`src/hdl/cpu6502_config.svh`:
```
`ifndef CPU6502_CONFIG_SVH
`define CPU6502_CONFIG_SVH

// widths of the decoder outputs
`define CMD_WIDTH 6
`define MODE_WIDTH 4

// architectural state after reset
`define SP_RESET 8'hFD
`define P_RESET 8'h24 // bit 5 tied high, I set

`endif
```
`src/hdl/cpu6502Pkg.sv`:
```
package cpu6502Pkg;

`include "cpu6502_config.svh"

    // every mnemonic the opcode matrix can produce
    typedef enum logic [`CMD_WIDTH-1:0] {
        BRK, JSR, RTI, RTS, BIT, JMP,
        PHP, PLP, PHA, PLA,
        LDA, LDX, LDY, STA, STX, STY,
        TAX, TAY, TXA, TYA, TSX, TXS,
        INX, INY, DEX, DEY, INC, DEC,
        BPL, BMI, BVC, BVS, BCC, BCS, BNE, BEQ,
        CLC, SEC, CLI, SEI, CLV, CLD, SED,
        ORA, AND, EOR, ADC, SBC, CMP, CPX, CPY,
        ASL, ROL, LSR, ROR,
        ASLA, ROLA, LSRA, RORA,
        NOP
    } cmd_t;

    typedef enum logic [`MODE_WIDTH-1:0] {
        impl, accum, immediate,
        zpg, zpgX, zpgY,
        abs, absX, absY,
        ind, Xind, indY,
        rel
    } addrMode_t;

    // opcode byte seen either whole or as its aaabbbcc fields
    typedef union packed {
        logic [7:0] raw;
        struct packed {
            logic [2:0] a;
            logic [2:0] b;
            logic [1:0] c;
        } fields;
    } opcodeWord_t;

    typedef struct packed {
        cmd_t       cmd;
        addrMode_t  mode;
        logic [7:0] operand;
    } decodedOp_t;

    typedef enum logic [2:0] {
        none, regA, regX, regY, regS
    } destReg_t;

    typedef struct packed {
        logic       valid;
        logic       supported;
        destReg_t   dest;
        logic [7:0] value;
        logic [7:0] flagMask;  // which P bits this result touches
        logic [7:0] flagValue;
    } execResult_t;

    typedef struct packed {
        logic [7:0] a;
        logic [7:0] x;
        logic [7:0] y;
        logic [7:0] s;
        logic [7:0] p; // NV1BDIZC
    } regFile_t;

endpackage

```
`src/hdl/cpu6502Core.sv`:
```
`timescale 1ns/1ps

module cpu6502Core (
    input  logic                    clk,
    input  logic                    reset,
    input  logic                    instrValid,
    input  cpu6502Pkg::opcodeWord_t opcode,
    input  logic [7:0]              operand,
    output cpu6502Pkg::regFile_t    regs,
    output logic                    retire,
    output logic                    unsupported
);

    import cpu6502Pkg::*;

    decodedOp_t  decoded;
    logic        decodedValid;
    execResult_t result;

    opcodeDecoder opcodeDecoder_i (
        .clk          (clk),
        .reset        (reset),
        .instrValid   (instrValid),
        .opcode       (opcode),
        .operand      (operand),
        .decoded      (decoded),
        .decodedValid (decodedValid)
    );

    // reads regs already holding the previous instruction, no forwarding
    aluExecute aluExecute_i (
        .decoded      (decoded),
        .decodedValid (decodedValid),
        .regs         (regs),
        .result       (result)
    );

    registerWriteback registerWriteback_i (
        .clk          (clk),
        .reset        (reset),
        .result       (result),
        .regs         (regs),
        .retire       (retire),
        .unsupported  (unsupported)
    );

endmodule

```
`src/hdl/registerWriteback.sv`:
```
`timescale 1ns/1ps

`include "cpu6502_config.svh"

module registerWriteback (
    input  logic                    clk,
    input  logic                    reset,
    input  cpu6502Pkg::execResult_t result,
    output cpu6502Pkg::regFile_t    regs,
    output logic                    retire,
    output logic                    unsupported
);

    import cpu6502Pkg::*;

    logic [7:0] writeMask;
    logic       commit;

    assign writeMask = result.flagMask & 8'hCF; // B and bit 5 are fixed
    assign commit    = result.valid && result.supported;

    always_ff @(posedge clk) begin
        if (reset) begin
            regs        <= '{a: 8'h00, x: 8'h00, y: 8'h00, s: `SP_RESET, p: `P_RESET};
            retire      <= 1'b0;
            unsupported <= 1'b0;
        end else begin
            retire      <= result.valid;
            unsupported <= result.valid && !result.supported;
            if (commit) begin
                case (result.dest)
                    regA: regs.a <= result.value;
                    regX: regs.x <= result.value;
                    regY: regs.y <= result.value;
                    regS: regs.s <= result.value;
                    default: ; // compares, flag ops, NOP
                endcase
                regs.p <= (regs.p & ~writeMask) | (result.flagValue & writeMask);
            end
        end
    end

endmodule

```
`src/hdl/aluExecute.sv`:
```
`timescale 1ns/1ps

module aluExecute (
    input  cpu6502Pkg::decodedOp_t  decoded,
    input  logic                    decodedValid,
    input  cpu6502Pkg::regFile_t    regs,
    output cpu6502Pkg::execResult_t result
);

    import cpu6502Pkg::*;

    // status bit positions
    localparam int flagC = 0;
    localparam int flagZ = 1;
    localparam int flagI = 2;
    localparam int flagD = 3;
    localparam int flagV = 6;
    localparam int flagN = 7;

    logic [7:0] addend;
    logic [8:0] sum;
    logic       overflow;
    logic [7:0] cmpReg;
    logic [8:0] cmpDiff;
    logic       modeOk;
    logic       kept;
    logic       setNZ;
    logic       setC;
    logic       setV;
    logic       carry;
    destReg_t   dest;
    logic [7:0] value;
    logic [7:0] mask;
    logic [7:0] fval;

    // D never reaches the adder
    assign addend   = (decoded.cmd == SBC) ? ~decoded.operand : decoded.operand;
    assign sum      = {1'b0, regs.a} + {1'b0, addend} + {8'b0, regs.p[flagC]};
    assign overflow = (regs.a[7] == addend[7]) && (sum[7] != regs.a[7]);

    always_comb begin
        case (decoded.cmd)
            CPX: cmpReg = regs.x;
            CPY: cmpReg = regs.y;
            default: cmpReg = regs.a;
        endcase
    end

    assign cmpDiff = {1'b0, cmpReg} + {1'b0, ~decoded.operand} + 9'd1; // carry out means no borrow
    assign modeOk  = decoded.mode inside {impl, accum, immediate};

    always_comb begin
        kept  = 1'b1;
        setNZ = 1'b0;
        setC  = 1'b0;
        setV  = 1'b0;
        carry = 1'b0;
        dest  = none;
        value = 8'h00;
        mask  = 8'h00;

        case (decoded.cmd)
            TAX, TAY, TSX: begin
                dest  = (decoded.cmd == TAY) ? regY : regX;
                value = (decoded.cmd == TSX) ? regs.s : regs.a;
                setNZ = 1'b1;
            end
            TXA, TYA: begin
                dest  = regA;
                value = (decoded.cmd == TXA) ? regs.x : regs.y;
                setNZ = 1'b1;
            end
            TXS: begin
                dest  = regS; // no flags
                value = regs.x;
            end
            INX, DEX: begin
                dest  = regX;
                value = (decoded.cmd == INX) ? regs.x + 8'd1 : regs.x - 8'd1;
                setNZ = 1'b1;
            end
            INY, DEY: begin
                dest  = regY;
                value = (decoded.cmd == INY) ? regs.y + 8'd1 : regs.y - 8'd1;
                setNZ = 1'b1;
            end
            CLC, SEC: mask[flagC] = 1'b1;
            CLI, SEI: mask[flagI] = 1'b1;
            CLD, SED: mask[flagD] = 1'b1;
            CLV: mask[flagV] = 1'b1;
            ASLA, ROLA: begin
                dest         = regA;
                {carry, value} = {regs.a, (decoded.cmd == ROLA) & regs.p[flagC]};
                setNZ        = 1'b1;
                setC         = 1'b1;
            end
            LSRA, RORA: begin
                dest         = regA;
                {value, carry} = {(decoded.cmd == RORA) & regs.p[flagC], regs.a};
                setNZ        = 1'b1;
                setC         = 1'b1;
            end
            LDA, LDX, LDY: begin
                dest  = (decoded.cmd == LDA) ? regA : (decoded.cmd == LDX) ? regX : regY;
                value = decoded.operand;
                setNZ = 1'b1;
            end
            ADC, SBC: begin
                dest  = regA;
                value = sum[7:0];
                carry = sum[8];
                setNZ = 1'b1;
                setC  = 1'b1;
                setV  = 1'b1;
            end
            AND, ORA, EOR: begin
                dest  = regA;
                value = (decoded.cmd == AND) ? regs.a & decoded.operand :
                        (decoded.cmd == ORA) ? regs.a | decoded.operand :
                                               regs.a ^ decoded.operand;
                setNZ = 1'b1;
            end
            CMP, CPX, CPY: begin
                value = cmpDiff[7:0]; // compares leave dest at none
                carry = cmpDiff[8];
                setNZ = 1'b1;
                setC  = 1'b1;
            end
            NOP: ;
            default: kept = 1'b0;
        endcase

        // set commands drive ones under their own mask
        fval = {8{decoded.cmd inside {SEC, SEI, SED}}};
        if (setNZ) begin
            mask[flagN] = 1'b1;
            mask[flagZ] = 1'b1;
            fval[flagN] = value[7];
            fval[flagZ] = (value == 8'h00);
        end
        if (setC) begin
            mask[flagC] = 1'b1;
            fval[flagC] = carry;
        end
        if (setV) begin
            mask[flagV] = 1'b1;
            fval[flagV] = overflow;
        end
    end

    assign result = '{valid: decodedValid, supported: kept && modeOk, dest: dest,
                      value: value, flagMask: mask, flagValue: fval};

endmodule

```
`src/hdl/opcodeDecoder.sv`:
```
`timescale 1ns/1ps

module opcodeDecoder (
    input  logic                    clk,
    input  logic                    reset,
    input  logic                    instrValid,
    input  cpu6502Pkg::opcodeWord_t opcode,
    input  logic [7:0]              operand,
    output cpu6502Pkg::decodedOp_t  decoded,
    output logic                    decodedValid
);

    import cpu6502Pkg::*;

    logic [2:0] a;
    logic [2:0] b;
    logic [1:0] c;
    cmd_t       cmd;
    addrMode_t  mode;

    assign a = opcode.fields.a;
    assign b = opcode.fields.b;
    assign c = opcode.fields.c;

    always_comb begin
        // undocumented slots read as a memory NOP, so they retire unsupported
        cmd  = NOP;
        mode = abs;

        case (c)
            2'b00: begin
                case (b)
                    3'b000: begin
                        mode = immediate; // LDY, CPY, CPX row
                        case (a)
                            3'b000: begin
                                cmd  = BRK;
                                mode = impl;
                            end
                            3'b001: begin
                                cmd  = JSR;
                                mode = abs;
                            end
                            3'b010: begin
                                cmd  = RTI;
                                mode = impl;
                            end
                            3'b011: begin
                                cmd  = RTS;
                                mode = impl;
                            end
                            3'b101: cmd = LDY;
                            3'b110: cmd = CPY;
                            3'b111: cmd = CPX;
                            default: mode = abs;
                        endcase
                    end
                    3'b001: begin
                        mode = zpg;
                        case (a)
                            3'b001: cmd = BIT;
                            3'b100: cmd = STY;
                            3'b101: cmd = LDY;
                            3'b110: cmd = CPY;
                            3'b111: cmd = CPX;
                            default: cmd = NOP;
                        endcase
                    end
                    3'b010: begin
                        mode = impl;
                        case (a)
                            3'b000: cmd = PHP;
                            3'b001: cmd = PLP;
                            3'b010: cmd = PHA;
                            3'b011: cmd = PLA;
                            3'b100: cmd = DEY;
                            3'b101: cmd = TAY;
                            3'b110: cmd = INY;
                            default: cmd = INX;
                        endcase
                    end
                    3'b011: begin
                        mode = abs;
                        case (a)
                            3'b001: cmd = BIT;
                            3'b010: cmd = JMP;
                            3'b011: begin
                                cmd  = JMP;
                                mode = ind;
                            end
                            3'b100: cmd = STY;
                            3'b101: cmd = LDY;
                            3'b110: cmd = CPY;
                            3'b111: cmd = CPX;
                            default: cmd = NOP;
                        endcase
                    end
                    3'b100: begin
                        mode = rel;
                        case (a)
                            3'b000: cmd = BPL;
                            3'b001: cmd = BMI;
                            3'b010: cmd = BVC;
                            3'b011: cmd = BVS;
                            3'b100: cmd = BCC;
                            3'b101: cmd = BCS;
                            3'b110: cmd = BNE;
                            default: cmd = BEQ;
                        endcase
                    end
                    3'b101: begin
                        mode = zpgX;
                        if (a == 3'b100)
                            cmd = STY;
                        else if (a == 3'b101)
                            cmd = LDY;
                    end
                    3'b110: begin
                        mode = impl;
                        case (a)
                            3'b000: cmd = CLC;
                            3'b001: cmd = SEC;
                            3'b010: cmd = CLI;
                            3'b011: cmd = SEI;
                            3'b100: cmd = TYA;
                            3'b101: cmd = CLV;
                            3'b110: cmd = CLD;
                            default: cmd = SED;
                        endcase
                    end
                    default: begin
                        mode = absX;
                        if (a == 3'b101)
                            cmd = LDY;
                    end
                endcase
            end

            2'b01: begin
                case (b) // group one, mode from b alone
                    3'b000: mode = Xind;
                    3'b001: mode = zpg;
                    3'b010: mode = immediate;
                    3'b011: mode = abs;
                    3'b100: mode = indY;
                    3'b101: mode = zpgX;
                    3'b110: mode = absY;
                    default: mode = absX;
                endcase
                case (a)
                    3'b000: cmd = ORA;
                    3'b001: cmd = AND;
                    3'b010: cmd = EOR;
                    3'b011: cmd = ADC;
                    3'b100: cmd = STA;
                    3'b101: cmd = LDA;
                    3'b110: cmd = CMP;
                    default: cmd = SBC;
                endcase
            end

            2'b10: begin
                case (b)
                    3'b000: begin
                        if (a == 3'b101) begin
                            cmd  = LDX;
                            mode = immediate;
                        end
                    end
                    3'b010: begin
                        mode = impl;
                        case (a)
                            3'b000: cmd = ASLA;
                            3'b001: cmd = ROLA;
                            3'b010: cmd = LSRA;
                            3'b011: cmd = RORA;
                            3'b100: cmd = TXA;
                            3'b101: cmd = TAX;
                            3'b110: cmd = DEX;
                            default: cmd = NOP;
                        endcase
                        if (!a[2])
                            mode = accum; // shifts on A
                    end
                    3'b110: begin
                        mode = impl;
                        if (a == 3'b100)
                            cmd = TXS;
                        else if (a == 3'b101)
                            cmd = TSX;
                        else
                            mode = abs;
                    end
                    3'b100: cmd = NOP; // jam row, never executed
                    default: begin
                        // b = 001, 011, 101, 111: read-modify-write rows
                        case (b)
                            3'b001: mode = zpg;
                            3'b011: mode = abs;
                            3'b101: mode = (a[2:1] == 2'b10) ? zpgY : zpgX;
                            default: mode = (a[2:1] == 2'b10) ? absY : absX;
                        endcase
                        case (a)
                            3'b000: cmd = ASL;
                            3'b001: cmd = ROL;
                            3'b010: cmd = LSR;
                            3'b011: cmd = ROR;
                            3'b100: cmd = (b == 3'b111) ? NOP : STX;
                            3'b101: cmd = LDX;
                            3'b110: cmd = DEC;
                            default: cmd = INC;
                        endcase
                    end
                endcase
            end

            default: cmd = NOP; // c = 11 is all undocumented
        endcase
    end

    always_ff @(posedge clk) begin
        decoded <= '{cmd: cmd, mode: mode, operand: operand};
        if (reset)
            decodedValid <= 1'b0;
        else
            decodedValid <= instrValid;
    end

endmodule

```
`config.mk`:
```
export PLATFORM = sky130hd
export DESIGN_NAME = cpu6502Core
export DESIGN_NICKNAME = d
export VERILOG_FILES = /design/src/hdl/cpu6502Pkg.sv /design/src/hdl/cpu6502Core.sv /design/src/hdl/registerWriteback.sv /design/src/hdl/aluExecute.sv /design/src/hdl/opcodeDecoder.sv
export VERILOG_INCLUDE_DIRS = /design/src /design/src/hdl
export SDC_FILE = /design/constraint.sdc
export NUM_CORES = 1
export LEC_CHECK = 0
export BUFFER_PORTS_ARGS = -buffer_cell sky130_fd_sc_hd__buf_4
export CAP_MARGIN = 20
export CORE_MARGIN = 10
export CORE_UTILIZATION = 55
export DETAILED_ROUTE_END_ITERATION = 6
export GPL_TIMING_DRIVEN = 0
export HOLD_SLACK_MARGIN = 0.06
export PLACE_DENSITY = 0.79
export SYNTH_ARGS = -nofsm -noshare
export SYNTH_HDL_FRONTEND = slang
export SYNTH_SLANG_ARGS = --single-unit
export TNS_END_PERCENT = 10
```
`constraint.sdc`:
```
create_clock -name clk -period 3.9 [get_ports clk]
set_clock_uncertainty 0.05 [all_clocks]
set_input_delay 0.195 -clock clk [delete_from_list [all_inputs] [get_ports clk]]
set_output_delay 0.195 -clock clk [all_outputs]
set_load 0.02 [all_outputs]
```
==> results of run 1 <==
## routing by layer
metal / track usage / routed length (µm)
met1: 0.3760 / 9808
met2: 0.4143 / 10110
met3: 0.06741 / 2786
met4: 0.1293 / 913
met5: 0 / 0
## per-stage QoR
| stage | util | setup TNS [ns] |
|---|---|---|
| floorplan | - | 0 |
| global placement | 0.6129 | -2.954 |
| detailed placement | 0.6129 | -3.604 |
| CTS | 0.6624 | 0 |
| global route | 0.6669 | -0.4520 |
| finish | 0.6669 | -0.001257 |
## synthesized netlist by cell type, types with 16 or more instances
cell      number  area [µm²]
nor2b_1       20       125.1
clkbuf_1      30       112.6
o21ai_0       66       330.3
nand3_1       17       85.08
a21oi_1       53       265.3
mux2i_1       28       280.3
nor3_1        22       110.1
xnor2_1       22       192.7
a22oi_1       16       120.1
inv_1         47       176.4
dfxtp_1       59        1181
nand2_1       62       232.7
nor2_1        86       322.8
ha_1          49       613.1
## cell families (layout without fill, tap and decap cells)
family | after synthesis | count (layout) | share of synthesized area
other cells | 2 | 2 | 0.001182
xor+xnor | 33 | 33 | 0.04548
buf+inv | 102 | 201 | 0.07679
fa+ha+maj | 54 | 54 | 0.1122
mux | 28 | 28 | 0.04410
flops | 59 | 59 | 0.1859
compound gates | 272 | 272 | 0.2896
simple gates | 291 | 291 | 0.2447
## layout make-up
cell class                      count  area, µm²
Buffer                             52      314.1
Clock buffer                       10      239.0
Clock inverter                      6      40.04
Fill cell                        1020       3787
Inverter                           47      176.4
Multi-Input combinational cell    680       4771
Sequential cell                    59       1187
Tap cell                          143      178.9
Timing Repair Buffer               86      675.6
## timing repair
item | in CTS | in global routing
hold buffers | 10 | 0
endpoints found under the hold margin | 10 | 0
pin swaps | 13 | 3
setup endpoints to repair | 18 | 11
buffers inserted | 19 | 2
resized for setup | 19 | 10
## final timing paths
| check | startpoint | end | slack (ns) | depth (start not counted) |
|---|---|---|---|---|
| max | opcodeDecoder_i.decoded[15] | flop | -0.001 | 15 |
| max reg2reg | opcodeDecoder_i.decoded[15] | flop | -0.001 | 15 |
| min reg2reg | flop | flop | 0.41 | 2 |
| min | opcode[1] | opcodeDecoder_i.decoded[9] | 0.31 | 3 |
## power by group through the flow
stage / registers (mW) / clock network, mW / logic (mW)
floorplan: 0.649 / 0 / 0.401
global placement: 0.652 / 0 / 0.559
detailed placement: 0.653 / 0 / 0.556
CTS: 0.640 / 0.743 / 0.599
global route: 0.642 / 0.774 / 0.671
finish: 0.641 / 0.745 / 0.628
## worst reg2reg max path, cell delays in order, from the launching register on
cell and delay [ns]:
dfxtp_1 0.38, buf_4 0.20, or3_4 0.43, nor3_4 0.28, buf_6 0.15, nor3_1 0.04, a221o_1 0.31, ha_1 0.20
or2_2 0.29, o22ai_1 0.14, xor2_1 0.16, o22ai_1 0.13, a2111o_1 0.43, nor3b_1 0.23, nand4b_1 0.14, o31ai_1 0.24
==> impl_metrics.yaml, run 1 <==
logic_synthesis:
  synth_nets: 914
  synth_edf_count: 0
  syn_avg_cell_area_um2: 7.556
  yosysUniqueCellTypes: 83
  synth-seq-cells: 59
  synthCells: 841
  synth_area_mm2: 0.006355
  synth_ff_type: "dfxtp_1"
  async_reset_ff_frac: 0
  ys_warn_count: 0
  ys_seq_area_frac: 0.1859
pwr:
  switching_share: 0.3499
  p_comb_frac: 0.312
  power_switching_mw: 0.7047
  power_mw: 2.014
  leakage_nw: 3.151
  internal-power_mw: 1.309
  vdd_drop_max_mv: 0.2523
  power_frac_seq: 0.318
  power_density_mw_per_mm2: 265.6
  clockPowerShare: 0.370
final_layout:
  nets: 1008
  stdcell_count: 1083
  n_antenna_cell: 0
  drive_above_1_share: 0.1734
  synthToLayoutAreaGrowth_pct: 19.31
  final_cell_mix: "nor2_1, buf_4, o21ai_0"
  layout_commonest_cell: "nor2_1"
  fin_area_mm2: 0.007582
outcome:
  outcome: "complete, but fails checks"
  violations: "DRC, setup timing"
drt:
  routedWlPerCell_um: 21.81
  viasPerCell: 6.580
  drc: 3
  ant_nets: 0
  drt_first_iter_violations: 1036
  dr.pass1.iters: 7
  vias: 7126
  wirelength_um: 23620
setup_path:
  max_stage_delay_ns: 0.43
  cp_cell_sequence: "buf_4 > or3_4 > nor3_4 > buf_6 > nor3_1 > a221o_1 > ha_1 > or2_2 > o22ai_1 > xor2_1 > o22ai_1 > a2111o_1 > nor3b_1 > nand4b_1 > o31ai_1"
  cp.required_ns: 4.10
  worstPathMaxFanout: 10
  cpMaxStageDelayCell: "or3_4"
  end_kind: "flop"
  critPathLaunchType: "flop"
  arrival_ns: 4.10
  crit_top_cell: "o22ai_1"
  cp_num_buf_inv: 2
  cp_top_family: "simple AND/OR/NAND/NOR gates"
  worstSetupPathType: "flop to flop"
cts:
  htreeDepth: 3
  cts.clk_slew.worst_paths_ns: 0.05
  clock-sinks: 59
  clock_path_buffers: 2
  numCtsBuffers: 9
  cts-root-buf: "clkbuf_16"
  cts_tree: "done"
  clk_latency_ns: 0.34
sta:
  hold_violations: 0
  worstMarginPinSlew_ns: 0.9693
  finalCritPeriodShare: 1.000
  holdWs_ns: 0.3102
  maxSlewViolCount: 0
  relSlewSlack: 0.3488
  rsz0062_at_grt: "true"
  finalSetupViolations: 1
  max_freq_ghz: 0.2563
  worst_slack_ns: -0.001257
  min_period_ns: 3.901
job:
  maxCapViolations: 0
floorplanning:
  die_h_um: 127.5
  num_rows: 39
  core_area_mm2: 0.01137
  io_pins: 61
  initial_core_util: 0.5589
  die_w_um: 127.5
  dieArea_mm2: 0.01625
grt:
  antenna_found_initial: 0
  grt_max_degree: 20
  grt_first_pass_wirelength_um: 37100
  grt_usage: 0.2806
  grt_pass1_vias: 6714
  gr-total-overflow: 0
placement:
  pre_cts_ws_ns: -0.5316
  dp_hpwl_um: 17690
  gp_congestion: 1.021
  io_buffers: 54
  dp.cells: 1038
  placed_cell_area_mm2: 0.006968
min_path:
  hold_path.class: "input pin to flop"
Power figures use the tool's default switching activity.
==> inputs of run 2 (changes only) <==
--- a/config.mk
+++ b/config.mk
@@ -9,11 +9,11 @@
 export BUFFER_PORTS_ARGS = -buffer_cell sky130_fd_sc_hd__buf_4
 export CAP_MARGIN = 20
 export CORE_MARGIN = 10
-export CORE_UTILIZATION = 55
+export CORE_UTILIZATION = 30
 export DETAILED_ROUTE_END_ITERATION = 6
 export GPL_TIMING_DRIVEN = 0
 export HOLD_SLACK_MARGIN = 0.06
-export PLACE_DENSITY = 0.79
+export PLACE_DENSITY = 0.49
 export SYNTH_ARGS = -nofsm -noshare
 export SYNTH_HDL_FRONTEND = slang
 export SYNTH_SLANG_ARGS = --single-unit
==> run 2 against run 1 <==
  * The flow now finishes without violations
  * Global-route usage shrank 9.7 points
  * Setup slack better by 0.11 ns
  * Worst hold slack better by 0.013 ns
  * Critical path depth up 1
  * Clock-buffer cell count down 1
  * Cell count up 13%
  * Via count is 3.3% lower
  * Sequential power is essentially flat
  * Largest cell class unchanged
==> impl_metrics.yaml, run 2 (same netlist as run 1, synthesis figures left out) <==
final_layout:
  drive_above_1_share: 0.1992
  fill_cells: 2275
  layout_commonest_cell: "buf_4"
  final_cell_mix: "buf_4, nor2_1, o21ai_0"
  fin_area_mm2: 0.007968
  fin_util: 0.3802
  synthToLayoutAreaGrowth_pct: 25.38
  n_antenna_cell: 0
  nets: 1018
setup_path:
  arrival_ns: 3.98
  end_kind: "flop"
  cp.required_ns: 4.09
  worstSetupPathType: "flop to flop"
  worstPathMaxFanout: 5
  critPathLaunchType: "flop"
pwr:
  p_comb_frac: 0.315
  internal-power_mw: 1.377
  power_frac_seq: 0.304
  vdd_drop_max_mv: 0.1767
  clockPowerShare: 0.381
  power_switching_mw: 0.7400
  power_density_mw_per_mm2: 265.7
  leakage_nw: 3.226
  switching_share: 0.3495
floorplanning:
  die_w_um: 165.5
  io_pins: 61
  num_rows: 53
  core_area_mm2: 0.02096
  dieArea_mm2: 0.02741
  die_h_um: 165.5
  initial_core_util: 0.3033
cts:
  clock-sinks: 59
  cts.clk_slew.worst_paths_ns: 0.06
  htreeDepth: 3
  cts-root-buf: "clkbuf_16"
  clk_latency_ns: 0.35
  clock_path_buffers: 2
  cts_tree: "done"
  numCtsBuffers: 9
sta:
  relSlewSlack: 0.2941
  max_freq_ghz: 0.2638
  worstMarginPinSlew_ns: 1.051
  worst_slack_ns: 0.1097
  maxSlewViolCount: 0
  min_period_ns: 3.790
  tns_ns: 0
  holdWs_ns: 0.3231
  finalCritPeriodShare: 0.9719
  finalSetupViolations: 0
  hold_violations: 0
  rsz0062_at_grt: "true"
placement:
  gp_congestion: 0.9392
  io_buffers: 54
  placed_cell_area_mm2: 0.007133
  dp_hpwl_um: 19530
  pre_cts_ws_ns: -0.7323
drt:
  wirelength_um: 25950
  routedWlPerCell_um: 21.20
  vias: 6892
  drt_first_iter_violations: 832
  viasPerCell: 5.631
  ant_nets: 0
  dr.pass1.iters: 6
  drc: 0
grt:
  gr-total-overflow: 0
  antenna_found_initial: 0
  grt_max_degree: 20
  grt_first_pass_wirelength_um: 39200
  grt_usage: 0.1840
  grt_pass1_vias: 6475
min_path:
  hold_path.class: "input pin to flop"
job:
  maxCapViolations: 0
outcome:
  outcome: "complete, no violations"
[run 2: layer usage]
metal	vias up	global-route usage	share of wire
met2	305	0.2631	0.43
met5	-	0	0
met1	3268	0.2740	0.48
li1	3293	-	-
met3	26	0.03594	0.083
met4	0	0.04310	0.013
[run 2: timing repair]
action	4_1_cts	5_1_grt
pin swaps	13	18
endpoints found under the hold margin	10	0
gates resized for setup	23	41
hold buffers	10	0
buffers inserted	14	18
endpoints found under the setup margin	32	14
[run 2: final timing paths]
path | slack, ns | start | end | depth (start not counted)
min | 0.32 | opcode[1] | opcodeDecoder_i.decoded[9] | 3
max reg2reg | 0.11 | opcodeDecoder_i.decoded[15] | registerWriteback_i.regs[14] | 16
max | 0.11 | opcodeDecoder_i.decoded[15] | registerWriteback_i.regs[14] | 16
min reg2reg | 0.43 | opcodeDecoder_i.decodedValid | registerWriteback_i.retire | 1
[run 2: area by class of cell]
| class | count | area, µm² | area share |
|---|---|---|---|
| buffer | 51 | 326.6 | 0.04099 |
| clock buffer | 9 | 225.2 | 0.02827 |
| sequential | 59 | 1199 | 0.1504 |
| inverter | 47 | 180.2 | 0.02261 |
| multi-input combinational | 680 | 4865 | 0.6106 |
| tap | 275 | 344.1 | 0.04318 |
| timing repair buffer | 97 | 762.0 | 0.09563 |
| clock inverter | 6 | 66.31 | 0.008323 |
[run 2: power groups by stage]
stage | Combinational, mW | Sequential, mW | Clock (mW)
floorplan | 0.401 | 0.649 | 0
global placement | 0.585 | 0.655 | 0
detailed placement | 0.574 | 0.655 | 0
CTS | 0.606 | 0.641 | 0.822
global route | 0.717 | 0.645 | 0.844
finish | 0.668 | 0.643 | 0.807
[run 2: per-stage QoR]
step	cells	total power, mW
CTS	1206	2.070
detailed placement	1170	1.229
global route	1224	2.207
floorplan	841	1.051
finish	1224	2.117
global placement	1170	1.240
[run 2: worst max-delay path, stage by stage (launching register included)]
cell	delay, ns
dfxtp_4	0.36
buf_6	0.12
or3_4	0.42
nor3_4	0.20
buf_4	0.16
buf_6	0.08
a221o_1	0.23
inv_2	0.06
fa_2	0.39
nand2b_4	0.16
a21oi_4	0.13
o21a_1	0.15
o21a_1	0.14
nor3_2	0.05
or4_4	0.60
nor2b_4	0.15
a211o_1	0.21
==> inputs of run 3 (changes only) <==
--- a/config.mk
+++ b/config.mk
@@ -6,6 +6,7 @@
 export SDC_FILE = /design/constraint.sdc
 export NUM_CORES = 1
 export LEC_CHECK = 0
+export ABC_AREA = 1
 export BUFFER_PORTS_ARGS = -buffer_cell sky130_fd_sc_hd__buf_4
 export CAP_MARGIN = 20
 export CORE_MARGIN = 10
==> run 3 against run 2 <==
  * Combinational power is 3% lower
  * Maximum frequency increased by 5.2%
  * Cell count grew 19%
  * Sequential power increased by 3%
  * Utilization down 2.0 points
  * First-iteration DRC count increased by 20%
  * Largest power group unchanged
  * Highest routed layer unchanged
  * Sequential share of layout area up 0.66 points
  * Synthesized area fell by 0.22%
  * Critical path depth up 2
==> impl_metrics.yaml, run 3 <==
logic_synthesis:
  synthCells: 1099
  synth_top_family_by_area: "simple AND/OR/NAND/NOR gates"
  synth_xor_area_frac: 0.01657
  synth_fa_ha_area_frac: 0.1125
  synth-compound-area-share: 0.1332
  synth-simple-area-share: 0.4503
  ys_top_cells_by_count: "nand2_1, nor2_1, inv_1"
  synth_top_area_frac: 0.1989
  synth_nets: 1172
  async_reset_ff_frac: 0
  synth_ff_type: "dfxtp_1"
  ys_warn_count: 0
  synthMuxAreaShare: 0
  synth_edf_count: 0
  yosysUniqueCellTypes: 40
  synth_area_mm2: 0.006341
  synth-seq-cells: 59
  yosysMostFrequentCell: "nand2_1"
  ys_seq_area_frac: 0.1863
  syn_avg_cell_area_um2: 5.770
  synth_top_area_cell: "nand2_1"
  yosys-top-cells-area: "nand2_1, dfxtp_1, ha_1, nor2_1, nand3_1"
setup_path:
  worstSetupPathType: "flop to flop"
  cp_cell_sequence: "inv_2 > nor2_4 > buf_2 > o21ai_2 > nand2_1 > o221ai_1 > ha_1 > a21oi_1 > nand2_1 > nand2_1 > nand2_1 > nor2_1 > o21ai_0 > nor2_1 > nand2_1 > nor2_1 > nand3_1 > a21oi_1"
  max_stage_delay_ns: 0.43
  worst_r2r_startpoint: "opcodeDecoder_i.decoded[13]"
  r2r_setup_slack_ns: 0.30
  worstPathMaxFanout: 10
  critPathLaunchType: "flop"
  cpMaxStageDelayCell: "dfxtp_1"
  cp_num_buf_inv: 2
  end_kind: "flop"
  arrival_ns: 3.82
  crit_top_cell: "nand2_1"
  cp.required_ns: 4.12
  cp_top_family: "simple AND/OR/NAND/NOR gates"
  r2r_cells: 18
placement:
  dp_hpwl_um: 21250
  io_buffers: 56
  dp.cells: 1430
  gp_congestion: 0.9744
grt:
  gr-total-overflow: 0
  grt_pass1_vias: 7147
  grt_usage: 0.1918
  grt_max_degree: 12
  antenna_found_initial: 0
  grt_first_pass_wirelength_um: 40410
drt:
  dr.pass1.iters: 6
  vias: 7472
  drc: 0
  wirelength_um: 26280
  drt_first_iter_violations: 999
  ant_nets: 0
  routedWlPerCell_um: 18.05
  viasPerCell: 5.132
min_path:
  hold_path.class: "input pin to flop"
  min_path_cells: 3
  whs_endpoint: "opcodeDecoder_i.decoded[12]"
  hold_start: "opcode[0]"
floorplanning:
  core_area_mm2: 0.02089
  dieArea_mm2: 0.02735
  num_rows: 53
  die_h_um: 165.4
  die_w_um: 165.4
  initial_core_util: 0.3036
  io_pins: 61
cts:
  clock_path_buffers: 2
  cts_tree: "done"
  numCtsBuffers: 9
  htreeDepth: 3
  clk_latency_ns: 0.34
  clock-sinks: 59
  cts.clk_slew.worst_paths_ns: 0.05
  cts-root-buf: "clkbuf_16"
final_layout:
  stdcell_count: 1456
  n_antenna_cell: 0
  synthToLayoutAreaGrowth_pct: 18.71
  layout_commonest_cell: "nand2_1"
  nets: 1250
  final_cell_mix: "nand2_1, nor2_1, inv_1"
  drive_above_1_share: 0.1008
sta:
  finalCritPeriodShare: 0.9236
  worstMarginPinSlew_ns: 0.8532
  finalSetupViolations: 0
  maxSlewViolCount: 0
  tns_ns: 0
  min_period_ns: 3.602
  hold_violations: 0
  max_freq_ghz: 0.2776
  relSlewSlack: 0.4291
  rsz0062_at_grt: "false"
pwr:
  power_density_mw_per_mm2: 273.4
  power_mw: 2.058
  leakage_nw: 3.989
  vdd_drop_max_mv: 0.2565
job:
  maxCapViolations: 0
outcome:
  outcome: "complete, no violations"
run 3: cell count changes in the layout (fill, tap and decap cells not counted), sizes merged, moves of 12 or more:
| cell | change |
|---|---|
| mux2i | -28 |
| a211oi | -14 |
| nand3 | +93 |
| inv | +98 |
| nand2 | +276 |
| a22oi | -16 |
| clkbuf | -21 |
| buf | -37 |
| nor2b | -21 |
| xnor2 | -21 |
| nor2 | +68 |
| nand2b | -12 |
run 3: power breakdown:
group          switching, mW  total (mW)  internal, mW
clock network          0.270       0.745         0.475
registers             0.0349       0.663         0.628
logic                  0.464       0.650         0.187
total                  0.768        2.06          1.29
run 3: tightest hold or removal path, cell delays in order:
cell and delay [ns]:
buf_4 0.12, o31ai_1 0.08, nand3_1 0.08
run 3: kinds of logic (layout without fill, tap and decap cells):
kind of cell | count (synthesis) | count (layout)
DFF | 59 | 59
AOI/OAI and AO/OA | 147 | 147
buffers and inverters | 163 | 245
xor gates and xnor gates | 12 | 12
other | 2 | 2
and+or+nand+nor | 662 | 662
adders and majority gates | 54 | 54
run 3: worst max path at each step:
stage                                         endpoint                         from  slack (ns)  cells past startpoint
after floorplan                                   flop  opcodeDecoder_i.decoded[12]        0.98                     16
after global placement    registerWriteback_i.regs[20]  opcodeDecoder_i.decoded[12]        0.06                     15
after detailed placement  registerWriteback_i.regs[28]  opcodeDecoder_i.decoded[12]        0.08                     15
after CTS                 registerWriteback_i.regs[28]  opcodeDecoder_i.decoded[12]        0.05                     15
after global routing                              flop  opcodeDecoder_i.decoded[13]        0.02                     18
final                                             flop  opcodeDecoder_i.decoded[13]        0.30                     18
run 3: final cells by class:
type / count / area [µm²]
Tap cell: 275 / 344.1
Clock inverter: 2 / 10.01
Inverter: 145 / 546.8
Fill cell: 2421 / 13360
Sequential cell: 59 / 1182
Timing Repair Buffer: 67 / 525.5
Multi-Input combinational cell: 877 / 4558
Clock buffer: 13 / 270.3
Buffer: 18 / 90.09
run 3: repair_timing:
item                                    CTS  global route
gates resized for setup                   0            11
buffers inserted                          0             2
hold buffers                              9             0
endpoints found under the hold margin     9             0
endpoints found under the setup margin    0             9
run 3: layer usage:
metal	GRT usage	wire length [µm]
met3	0.03768	1947
met5	0	0
met1	0.2544	11860
met4	0.05706	557
met2	0.3076	11910
run 3: metrics by stage:
stage                     utilization  area, µm²  hold WS, ns  worst slack [ns]
after floorplan                     -       6341       0.1727            0.9758
after global placement         0.3402       7106       0.2498           0.05781
after detailed placement       0.3402       7106       0.2507           0.08003
after CTS                      0.3579       7476       0.1007           0.04769
after global routing           0.3603       7527       0.1328           0.02452
final                          0.3603       7527       0.1144            0.2980
